[config.mk]
export PLATFORM = sky130hd
export DESIGN_NAME = exc_unit_top
export DESIGN_NICKNAME = d
export VERILOG_FILES = /design/src/hw/exc_pkg.sv /design/src/hw/exc_unit_top.sv /design/src/hw/exc_csr.sv /design/src/hw/trap_sequencer.sv /design/src/hw/exc_controller.sv
export VERILOG_INCLUDE_DIRS = /design/src /design/src/hw
export SDC_FILE = /design/constraint.sdc
export NUM_CORES = 1
export LEC_CHECK = 0
export BUFFER_PORTS_ARGS = -buffer_cell sky130_fd_sc_hd__buf_2
export CORE_ASPECT_RATIO = 1.2
export CORE_MARGIN = 4
export CORE_UTILIZATION = 35
export DETAILED_ROUTE_END_ITERATION = 16
export GPL_TIMING_DRIVEN = 0
export MAX_ROUTING_LAYER = met4
export PLACE_DENSITY = 0.63
export SYNTH_ARGS = -nofsm -noshare
export SYNTH_HDL_FRONTEND = slang
export SYNTH_SLANG_ARGS = --single-unit
export TNS_END_PERCENT = 1
[constraint.sdc]
create_clock -name clk -period 2 [get_ports clk]
set_input_delay 0.4 -clock clk [delete_from_list [all_inputs] [get_ports clk]]
set_output_delay 0.4 -clock clk [all_outputs]
set_load 0.02 [all_outputs]
[src/hw/exc_defines.svh]
`ifndef EXC_DEFINES_SVH
`define EXC_DEFINES_SVH

//////////////////////////////////////////////////////////////////////
// widths
//////////////////////////////////////////////////////////////////////

// cause word, interrupt flag on top of the code field
`define EXC_CAUSE_W   6
`define EXC_IRQ_ID_W  5

// fetch address width
`define EXC_XLEN      32

//////////////////////////////////////////////////////////////////////
// handler vector layout
//////////////////////////////////////////////////////////////////////

// one word per slot, slot index is the pc select value
`define EXC_VEC_BASE  32'h0000_0100

//////////////////////////////////////////////////////////////////////
// exception codes, interrupt flag clear
//////////////////////////////////////////////////////////////////////

`define EXC_CAUSE_ILLEGAL_INSN  6'h02
`define EXC_CAUSE_BREAKPOINT    6'h03
`define EXC_CAUSE_ECALL_UMODE   6'h08
`define EXC_CAUSE_ECALL_MMODE   6'h0B

`endif
[src/hw/exc_pkg.sv]
`include "exc_defines.svh"

package exc_pkg;

  // privilege levels, encoded as in the mstatus mpp field
  typedef enum logic [1:0] {
    PRIV_LVL_U = 2'b00,
    PRIV_LVL_M = 2'b11
  } priv_lvl_e;

  // handler table slot
  typedef enum logic [1:0] {
    EXC_PC_IRQ     = 2'b00,
    EXC_PC_ECALL   = 2'b01,
    EXC_PC_ILLINSN = 2'b10,
    EXC_PC_RSVD    = 2'b11
  } exc_pc_sel_e;

  // cause word split into flag and code
  typedef struct packed {
    logic                     is_irq;
    logic [`EXC_IRQ_ID_W-1:0] code;
  } exc_cause_fields_t;

  // same six bits, either raw or split
  typedef union packed {
    logic [`EXC_CAUSE_W-1:0] raw;
    exc_cause_fields_t       f;
  } exc_cause_u;

  // debug unit trap enables
  typedef struct packed {
    logic sste;   // single step, traps every cycle
    logic ecall;
    logic ebrk;
    logic eill;
    logic irq;
  } dbg_settings_t;

  // decoder strobes
  typedef struct packed {
    logic ebrk;
    logic ecall;
    logic illegal;
  } exc_events_t;

endpackage

[src/hw/exc_unit_top.sv]
`timescale 1ns/1ns
`include "exc_defines.svh"

module exc_unit_top (
  input  logic                      clk,
  input  logic                      rst_n,
  // decode side
  input  exc_pkg::exc_events_t      events_i,
  input  logic                      irq_i,
  input  logic [`EXC_IRQ_ID_W-1:0]  irq_id_i,
  input  exc_pkg::dbg_settings_t    dbg_settings_i,
  input  logic                      stall_i,
  input  logic [`EXC_XLEN-1:0]      epc_i,
  input  logic                      mret_i,
  // fetch redirect
  output logic                      pc_set_o,
  output logic [`EXC_XLEN-1:0]      pc_o,
  // machine trap state
  output exc_pkg::exc_cause_u       mcause_o,
  output logic [`EXC_XLEN-1:0]      mepc_o,
  output logic                      mie_o,
  output exc_pkg::priv_lvl_e        priv_lvl_o,
  // debug unit
  output logic                      dbg_trap_o
);
  import exc_pkg::*;

  logic        int_req;
  logic        ext_req;
  logic        ack;
  exc_pc_sel_e pc_sel;
  exc_cause_u  cause;
  logic        save_cause;

  //////////////////////////////////////////////////////////////////////
  // request and cause generation
  //////////////////////////////////////////////////////////////////////

  exc_controller u_exc_controller (
    .clk            (clk),
    .rst_n          (rst_n),
    .events_i       (events_i),
    .irq_i          (irq_i),
    .irq_id_i       (irq_id_i),
    .irq_enable_i   (mie_o),
    .priv_lvl_i     (priv_lvl_o),
    .dbg_settings_i (dbg_settings_i),
    .ack_i          (ack),
    .int_req_o      (int_req),
    .ext_req_o      (ext_req),
    .pc_sel_o       (pc_sel),
    .cause_o        (cause),
    .save_cause_o   (save_cause),
    .trap_o         (dbg_trap_o)
  );

  // grant under stall and handler fetch
  trap_sequencer u_trap_sequencer (
    .clk       (clk),
    .rst_n     (rst_n),
    .int_req_i (int_req),
    .ext_req_i (ext_req),
    .pc_sel_i  (pc_sel),
    .stall_i   (stall_i),
    .ack_o     (ack),
    .pc_set_o  (pc_set_o),
    .pc_o      (pc_o)
  );

  // machine trap csrs
  exc_csr u_exc_csr (
    .clk          (clk),
    .rst_n        (rst_n),
    .save_cause_i (save_cause),
    .cause_i      (cause),
    .epc_i        (epc_i),
    .mret_i       (mret_i),
    .mcause_o     (mcause_o),
    .mepc_o       (mepc_o),
    .irq_enable_o (mie_o),
    .priv_lvl_o   (priv_lvl_o)
  );

endmodule

[src/hw/exc_csr.sv]
`timescale 1ns/1ns
`include "exc_defines.svh"

module exc_csr (
  input  logic                  clk,
  input  logic                  rst_n,
  // trap entry from the exception controller
  input  logic                  save_cause_i,
  input  exc_pkg::exc_cause_u   cause_i,
  // faulting pc
  input  logic [`EXC_XLEN-1:0]  epc_i,
  // return from handler
  input  logic                  mret_i,
  // machine trap state
  output exc_pkg::exc_cause_u   mcause_o,
  output logic [`EXC_XLEN-1:0]  mepc_o,
  output logic                  irq_enable_o,
  output exc_pkg::priv_lvl_e    priv_lvl_o
);
  import exc_pkg::*;

  exc_cause_u           mcause_q;
  logic [`EXC_XLEN-1:0] mepc_q;

  // enable and privilege with a one-deep stack
  logic                 mie_q;
  logic                 mpie_q;
  priv_lvl_e            priv_q;
  priv_lvl_e            mpp_q;

  //////////////////////////////////////////////////////////////////////
  // trap entry and return
  //////////////////////////////////////////////////////////////////////

  always_ff @(posedge clk, negedge rst_n) begin
    if (!rst_n) begin
      mcause_q <= '0;
      mepc_q   <= '0;
      mie_q    <= 1'b1;
      mpie_q   <= 1'b1;
      priv_q   <= PRIV_LVL_M;
      mpp_q    <= PRIV_LVL_U;
    end else if (save_cause_i) begin
      // entry wins over a return in the same cycle
      mcause_q <= cause_i;
      mepc_q   <= epc_i;
      mpie_q   <= mie_q;
      mie_q    <= 1'b0;
      mpp_q    <= priv_q;
      priv_q   <= PRIV_LVL_M;
    end else if (mret_i) begin
      // pop the stack
      mie_q  <= mpie_q;
      mpie_q <= 1'b1;
      priv_q <= mpp_q;
      // stack falls back to user after a return
      mpp_q  <= PRIV_LVL_U;
    end
  end

  //////////////////////////////////////////////////////////////////////
  // outputs
  //////////////////////////////////////////////////////////////////////

  // all change one cycle after the strobe
  assign mcause_o     = mcause_q;
  assign mepc_o       = mepc_q;
  assign irq_enable_o = mie_q;
  assign priv_lvl_o   = priv_q;

endmodule

[src/hw/trap_sequencer.sv]
`timescale 1ns/1ns
`include "exc_defines.svh"

module trap_sequencer (
  input  logic                  clk,
  input  logic                  rst_n,
  // pending requests from the exception controller
  input  logic                  int_req_i,
  input  logic                  ext_req_i,
  input  exc_pkg::exc_pc_sel_e  pc_sel_i,
  // pipeline back-pressure
  input  logic                  stall_i,
  // grant, single-cycle pulse
  output logic                  ack_o,
  // fetch redirect
  output logic                  pc_set_o,
  output logic [`EXC_XLEN-1:0]  pc_o
);

  logic                 pending;
  logic [`EXC_XLEN-1:0] vec_offset;
  logic [`EXC_XLEN-1:0] handler_pc;
  logic                 pc_set_q;
  logic [`EXC_XLEN-1:0] pc_q;

  //////////////////////////////////////////////////////////////////////
  // grant
  //////////////////////////////////////////////////////////////////////

  assign pending = int_req_i | ext_req_i;

  // same cycle as the request unless the pipe is stalled
  assign ack_o = pending & ~stall_i;

  //////////////////////////////////////////////////////////////////////
  // handler address
  //////////////////////////////////////////////////////////////////////

  // four bytes per table slot
  assign vec_offset = {{(`EXC_XLEN-4){1'b0}}, pc_sel_i, 2'b00};
  assign handler_pc = `EXC_VEC_BASE + vec_offset;

  // redirect pulse, one cycle after the grant
  always_ff @(posedge clk, negedge rst_n) begin
    if (!rst_n) begin
      pc_set_q <= 1'b0;
    end else begin
      pc_set_q <= ack_o;
    end
  end

  // target only loads on a grant
  always_ff @(posedge clk) begin
    if (ack_o) begin
      pc_q <= handler_pc;
    end
  end

  assign pc_set_o = pc_set_q;
  assign pc_o     = pc_q;

endmodule

[src/hw/exc_controller.sv]
`timescale 1ns/1ns
`include "exc_defines.svh"

module exc_controller (
  input  logic                      clk,
  input  logic                      rst_n,
  // decoder strobes as levels sampled each cycle
  input  exc_pkg::exc_events_t      events_i,
  // level triggered interrupt line
  input  logic                      irq_i,
  input  logic [`EXC_IRQ_ID_W-1:0]  irq_id_i,
  // machine state from the csr block
  input  logic                      irq_enable_i,
  input  exc_pkg::priv_lvl_e        priv_lvl_i,
  // debug trap enables
  input  exc_pkg::dbg_settings_t    dbg_settings_i,
  // handshake with the trap sequencer
  input  logic                      ack_i,
  output logic                      int_req_o,
  output logic                      ext_req_o,
  output exc_pkg::exc_pc_sel_e      pc_sel_o,
  // towards the csr block
  output exc_pkg::exc_cause_u       cause_o,
  output logic                      save_cause_o,
  // towards the debug unit
  output logic                      trap_o
);
  import exc_pkg::*;

  typedef enum logic [1:0] {
    IDLE,
    WAIT_INT,
    WAIT_EXT
  } exc_state_e;

  exc_state_e  state_q;
  exc_state_e  state_d;

  logic        irq_active;
  logic        int_req;
  logic        ext_req;
  logic        new_req;

  exc_cause_u  cause_d;
  exc_cause_u  cause_q;
  exc_pc_sel_e pc_sel_d;
  exc_pc_sel_e pc_sel_q;

  //////////////////////////////////////////////////////////////////////
  // request sources
  //////////////////////////////////////////////////////////////////////

  assign irq_active = irq_i & irq_enable_i;

  // synchronous exceptions go out as internal requests
  // ebreak heads the priority chain and raises no request
  assign int_req = ~events_i.ebrk & (events_i.ecall | events_i.illegal);
  // irq only when no exception is raised in the same cycle
  assign ext_req = irq_active & ~events_i.ebrk & ~events_i.ecall & ~events_i.illegal;
  assign new_req = int_req | ext_req;

  // purely combinational debug trap
  assign trap_o = dbg_settings_i.sste
                | (events_i.ecall   & dbg_settings_i.ecall)
                | (events_i.ebrk    & dbg_settings_i.ebrk)
                | (events_i.illegal & dbg_settings_i.eill)
                | (irq_active       & dbg_settings_i.irq);

  //////////////////////////////////////////////////////////////////////
  // cause and vector select
  //////////////////////////////////////////////////////////////////////

  always_comb begin
    cause_d.raw = '0;
    pc_sel_d    = EXC_PC_RSVD;

    // lowest priority and overridden by any exception below
    if (irq_active) begin
      cause_d.f.is_irq = 1'b1;
      cause_d.f.code   = irq_id_i;
      pc_sel_d         = EXC_PC_IRQ;
    end

    if (events_i.ebrk) begin
      // cause only and no request
      cause_d.raw = `EXC_CAUSE_BREAKPOINT;
    end else if (events_i.ecall) begin
      if (priv_lvl_i == PRIV_LVL_U) begin
        cause_d.raw = `EXC_CAUSE_ECALL_UMODE;
      end else begin
        cause_d.raw = `EXC_CAUSE_ECALL_MMODE;
      end
      pc_sel_d = EXC_PC_ECALL;
    end else if (events_i.illegal) begin
      cause_d.raw = `EXC_CAUSE_ILLEGAL_INSN;
      pc_sel_d    = EXC_PC_ILLINSN;
    end
  end

  // freeze cause and slot on the first request cycle
  always_ff @(posedge clk) begin
    if (state_q == IDLE && new_req) begin
      cause_q  <= cause_d;
      pc_sel_q <= pc_sel_d;
    end
  end

  // bypass while idle and held copy while waiting
  assign cause_o  = (state_q == IDLE) ? cause_d  : cause_q;
  assign pc_sel_o = (state_q == IDLE) ? pc_sel_d : pc_sel_q;

  //////////////////////////////////////////////////////////////////////
  // request FSM
  //////////////////////////////////////////////////////////////////////

  always_comb begin
    state_d      = state_q;
    int_req_o    = 1'b0;
    ext_req_o    = 1'b0;
    save_cause_o = 1'b0;

    case (state_q)
      IDLE: begin
        int_req_o = int_req;
        ext_req_o = ext_req;
        if (new_req) begin
          if (ack_i) begin
            // accepted at once so stay idle
            save_cause_o = 1'b1;
          end else if (int_req) begin
            state_d = WAIT_INT;
          end else begin
            state_d = WAIT_EXT;
          end
        end
      end
      WAIT_INT: begin
        int_req_o = 1'b1;
        if (ack_i) begin
          save_cause_o = 1'b1;
          state_d      = IDLE;
        end
      end
      WAIT_EXT: begin
        ext_req_o = 1'b1;
        if (ack_i) begin
          save_cause_o = 1'b1;
          state_d      = IDLE;
        end
      end
      default: begin
        state_d = IDLE;
      end
    endcase
  end

  always_ff @(posedge clk, negedge rst_n) begin
    if (!rst_n) begin
      state_q <= IDLE;
    end else begin
      state_q <= state_d;
    end
  end

endmodule

Word level (Yosys, flattened, before mapping)
Index checks and enable logic that the tools add are counted.
- output and inout bits: 75
- register bits after elaboration: 87
- logic and storage cells: 73
- bitwise operators: 21
- mux-type cells: 29
- reductions and logical operators: 6
- add/subtract/negate cells: 1
- equal/unequal tests: 5
- operators by type and width (operator ; count):
    $mux W6 ; 5
    $mux W2 ; 14
    $add A9 B4 Y10 const A ; 1
    $and A1 B1 Y1 ; 10
    $or A1 B1 Y1 ; 7
    $mux W1 ; 6
    $pmux W1 S2 ; 3
    $logic_not A2 Y1 ; 2
    $ne A2 B1 Y1 const B ; 2
    $not A1 Y1 ; 4
    $pmux W2 S2 ; 1
    $reduce_and A3 Y1 ; 1
    $eq A2 B1 Y1 const B ; 1
    $eq A2 B2 Y1 const B ; 1
    $ne A2 B2 Y1 const B ; 1
    $reduce_bool A2 Y1 ; 1
    $reduce_or A2 Y1 ; 1
    $logic_and A1 B1 Y1 ; 1

Logic depth before layout (Yosys ltp)
- depth after elaboration: 11
- depth in mapped cells: 7
- mapped depth without buffers: 6

Cells and area by module
A second synthesis with hierarchy kept.
- cells, all modules: 210
- area total of the unflattened synthesis: 2792.7 sq um
- by module, submodules not included (module ; cells an instance ; area each (sq um) ; times used):
    exc_csr ; 102 ; 1755.4 ; 1
    exc_controller ; 72 ; 709.4 ; 1
    trap_sequencer ; 36 ; 327.8 ; 1

Worst setup path after synthesis
OpenSTA, ideal clock, no wires.
- path kind: flip-flop to flip-flop
- start: register u_exc_controller.state_q[0]
- end: register u_trap_sequencer.pc_q[2], in the netlist u_trap_sequencer.pc_o[2] (enable)
- buffers on the path: 1
- clock period less this slack: 2.121 ns
- stages on the path, launching flop included: 7
- setup slack: -0.121 ns
- required time: 1.697 ns
- data arrival time: 1.818 ns
- cells stage by stage: dfrtp_1 > inv_1 > ha_1 > clkbuf_1 > nand2b_1 > a21oi_1 > o21a_1
- longest elaborated chain between the ends: 4
- ends and longest elaborated chain (what ; RTL line ; RTL):
    start: declaration ; exc_controller.sv:36 ; exc_state_e state_q;
    start signal: assignment ; exc_controller.sv:161 ; state_q <= state_d;
    $eq A2 B1 Y1 (tied with other cells) ; exc_controller.sv:122 ; case (state_q)
    $pmux W1 S2 ; exc_controller.sv:122 ;
    $or A1 B1 Y1 (*) ; trap_sequencer.sv:30 ; assign pending = int_req_i | ext_req_i;
    $and A1 B1 Y1 (*) ; trap_sequencer.sv:33 ; assign ack_o = pending & ~stall_i;
    net ack ; exc_unit_top.sv:30 ; logic ack;
    end signal: assignment ; trap_sequencer.sv:55 ; pc_q <= handler_pc;
    end: declaration ; trap_sequencer.sv:24 ; logic [`EXC_XLEN-1:0] pc_q;
Mark *: on every way through the listed nets, which the timed path passes. The rest lies on a longest branch.
A chain may end at the register's enable or synchronous reset.

Worst setup path in the final report
- start: register u_exc_controller.state_q[1]
- end: register u_exc_csr.mepc_q[22], in the netlist u_exc_csr.mepc_o[22]
- longest elaborated chain between the ends: 7
- ends and longest elaborated chain (what ; RTL line ; RTL):
    $eq A2 B1 Y1 (tied with other cells) ; exc_controller.sv:122 ;
    $pmux W1 S2 ; exc_controller.sv:122 ;
    $or A1 B1 Y1 ; trap_sequencer.sv:30 ;
    $and A1 B1 Y1 ; trap_sequencer.sv:33 ;
    $mux W1 ; exc_controller.sv:127, exc_controller.sv:139, exc_controller.sv:146 ;
    $mux W1 ; exc_controller.sv:126 ; if (new_req) begin
    $pmux W1 S2 (*) ; exc_controller.sv:122 ;
    end signal: assignment ; exc_csr.sv:46 ; mepc_q <= epc_i;
    end: declaration ; exc_csr.sv:23 ; logic [`EXC_XLEN-1:0] mepc_q;
Every way passes the cells marked *; elsewhere a longest branch is shown, timed or not.

==> flow_summary.ini <==
[yosys]
synthXorXnorAreaFrac = 0
synthAdderAreaFrac = 0.01771
synth_seq_cells = 57
synthTopCellsByArea = dfrtp_1, mux2_4, edfxtp_1
synth_cell_types = 41
synth-simple-area-share = 0.07086
synth_top_family_by_area = multiplexers
post-synth-top-area-cell = dfrtp_1
netlist_area_mm2 = 0.002825
syn_inst = 214
synth_warnings = 0
postSynthAreaPerCell_um2 = 13.20
synth_top_area_frac = 0.3809
yosysSeqAreaShare = 0.5244
muxShareOfSynthArea = 0.1904
synth-compound-area-share = 0.08237

[clock_network]
clockBufferDepth = 2
numCtsBuffers = 9
cts_max_level = 3
cts_root_buf = clkbuf_8
cts_sinks = 57
cts_tree = built
holdBufCountCts = 0
insertion_delay_ps = 330
clkTransAtPathRegs_ps = 70

[setup_path]
end_kind = register
crit_top_cell = buf_12
crit_path_max_incr_delay_ps = 390
critical_path_arrival_ps = 2120
critical_path_required_ps = 2210
cp_top_family = flip-flops
timing.critical_path.buf_inv = 3
slowest_stage = dfrtp_1
cp_cell_sequence = inv_2 > ha_1 > or2_4 > a32oi_4 > buf_12 > buf_12 > mux2_4
critPathKind = reg -> reg
cp-start-kind = register
critPathMaxFanout = 10

[final_layout]
antenna_cells = 0
layout.nets = 405
stdcell_area_mm2 = 0.003822
seqCellArea_mm2 = 0.001481
drive_above_1_share = 0.5549
nFillCells = 710
synthToLayoutAreaGrowth_pct = 35.30
multi_input_area_mm2 = 0.001172
instances_no_fill = 447

[power]
p_total_mw = 5.816
pwr_density_cell_mw_per_mm2 = 1522
p_comb_frac = 0.479
p_seq_frac = 0.344
switching_share = 0.3675
netSwitchingPower_mw = 2.137
leakagePower_nw = 1.995
internal-power_mw = 3.679
clockPowerShare = 0.177
vdd_drop_max_mv = 0.5320

[routing]
vias = 1997
drc = 0
antenna_left = 0
top_layer = met4
avgRoutedWirePerCell_um = 13.88
met3RoutedLength_um = 380
viasPerCell = 4.468
m1WireLength_mm = 2.574
first_pass_iters = 4
routed_wl_mm = 6.206
drt-initial-drc-count = 60
met2RoutedLength_mm = 3.163

[timing]
fmax_ghz = 0.5230
slew_viol_final = 0
slew_headroom = 0.2841
finalHoldViolations = 0
finalCritPeriodShare = 0.9560
rsz0062_at_grt = yes
finClkSkew_ps = 12.27
tightestPinTransition_ps = 1074
setup_violations = 0
fin_crit_ps = 1912
hold_ws_ps = 267.4

[grt]
grt_max_degree = 48
grt_pass1_vias = 2072
grt_usage = 0.1380
grt_antenna_before_repair = 0
grt_overflow_total = 0
grt_first_pass_wirelength_mm = 10.24

[run_status]
status = finished, final reports clean

[floorplan]
chipHeight_um = 106.4
rows = 35
coreArea_mm2 = 0.007751
chipWidth_um = 90.02
io_pins = 125
dieArea_mm2 = 0.009579
start_util = 0.3645

[place]
io_buffers = 93
post_dp_cell_area_mm2 = 0.003515
gp_congestion = 0.7967
hpwl_mm = 4.530
dp_cells = 427

[job]
max_cap_violations = 0

[hold_path]
hp-class = in -> async
==> sequential cells by signal, summed over array words and instances (netlist names) <==
register,flops
u_exc_controller.cause_q,6
u_exc_csr.mcause_o,6
u_exc_controller.pc_sel_q,2
u_exc_csr.mepc_o,32
u_exc_csr.mpie_q,1
u_trap_sequencer.pc_set_o,1
u_trap_sequencer.pc_o,2
u_exc_csr.mpp_q,2
u_exc_csr.irq_enable_o,1
u_exc_csr.priv_lvl_o,2
u_exc_controller.state_q,2
==> cell usage in the layout, fill, tap and decap left out, drive strengths merged, types with 3 or more instances in the layout <==
cell / Yosys / layout
dfrtp: 43 / 43
mux2: 36 / 36
nand3: 4 / 4
nor2: 10 / 10
a21o: 3 / 3
inv: 7 / 7
ha: 4 / 4
clkinv: 0 / 3
a21oi: 10 / 10
nand2: 5 / 5
o21ai: 6 / 6
conb: 2 / 30
buf: 36 / 134
nand2b: 3 / 3
edfxtp: 10 / 10
nand3b: 3 / 3
dfstp: 4 / 4
and2: 4 / 4
clkbuf: 2 / 13
nor2b: 3 / 3
==> metrics by stage <==
step,worst slack [ps],TNS (ps),util
detailed placement,-368.3,-7839,0.4534
floorplan,77.61,0,-
CTS,22.37,0,0.4881
finish,88.03,0,0.4931
global placement,-332.5,-6208,0.4534
global route,-15.72,-15.72,0.4931
==> cells by family (layout without fill, tap and decap cells) <==
logic type               count (synthesis)  in the layout
flip-flops                              57             57
other                                    2             30
adder cells (fa/ha/maj)                  4              4
multiplexers                            38             38
AND/OR/NAND/NOR                         36             36
AO/OA/AOI/OAI                           32             32
buffers and inverters                   45            158
==> per-layer routing <==
metal  GRT usage  vias up
li1            -      964
met1      0.1580      958
met2      0.2264       63
met3     0.04388       12
met4     0.05361        0
met5           -        -
==> final cells by class <==
type | count | area share
clock inverter | 4 | 0.01178
inverter | 7 | 0.006874
multi-input combinational | 140 | 0.3067
timing repair buffer | 98 | 0.1349
sequential | 57 | 0.3876
tap | 92 | 0.03011
clock buffer | 11 | 0.03699
buffer | 38 | 0.08511
==> power groups by stage <==
stage                     Clock (mW)  Combinational, mW  Sequential (mW)
after floorplan                    0               1.31             2.56
after global placement             0               2.60             2.00
after detailed placement           0               2.63             2.02
after CTS                       1.07               2.78             2.00
after global routing            1.12               2.99             2.07
final                           1.03               2.79             2.00
==> cells in the mapped netlist <==
library cell,number
a211o_1,2
a211oi_1,1
a21o_1,3
a21oi_1,10
a222oi_1,1
a311oi_1,1
a31oi_1,1
a32o_1,1
a32oi_4,1
a41o_1,1
and2_1,4
buf_1,1
buf_4,31
buf_6,4
clkbuf_1,2
conb_1,2
dfrtp_1,43
dfstp_2,4
edfxtp_1,10
ha_1,4
inv_1,7
mux2_1,2
mux2_2,4
mux2_4,30
mux2i_1,2
nand2_1,5
nand2b_1,3
nand3_1,4
nand3b_1,3
nor2_1,10
nor2b_1,3
nor3_1,1
nor4_2,1
nor4b_2,1
o211ai_1,1
o21a_1,1
o21ai_0,3
o21ai_1,3
o2bb2ai_1,1
o41ai_1,1
or2_2,1
==> worst register-to-register path, stage by stage, from the launching register on <==
cell	delay (ps)
dfrtp_1	390
inv_2	60
ha_1	190
or2_4	270
a32oi_4	240
buf_12	170
buf_12	150
mux2_4	310
==> what timing repair did <==
item,CTS,global route
pin swaps,2,1
endpoints found under the setup margin,48,37
resized for setup,12,6
buffers inserted,3,2
==> path summary, 6_finish.rpt <==
kind                                             start                     endpoint  slack, ps  cells after the start
max reg2reg                u_exc_controller.state_q[1]         u_exc_csr.mepc_o[22]         90                      7
min in group clk                             epc_i[19]         u_exc_csr.mepc_o[19]        280                      2
max                        u_exc_controller.state_q[1]         u_exc_csr.mepc_o[22]         90                      7
min                                              rst_n  u_exc_controller.state_q[1]        270                      1
max in group asynchronous                        rst_n  u_exc_controller.state_q[0]       1070                      1
min reg2reg                      u_exc_csr.mcause_o[0]        u_exc_csr.mcause_o[0]        480                      1
Power figures use the tool's default switching activity.
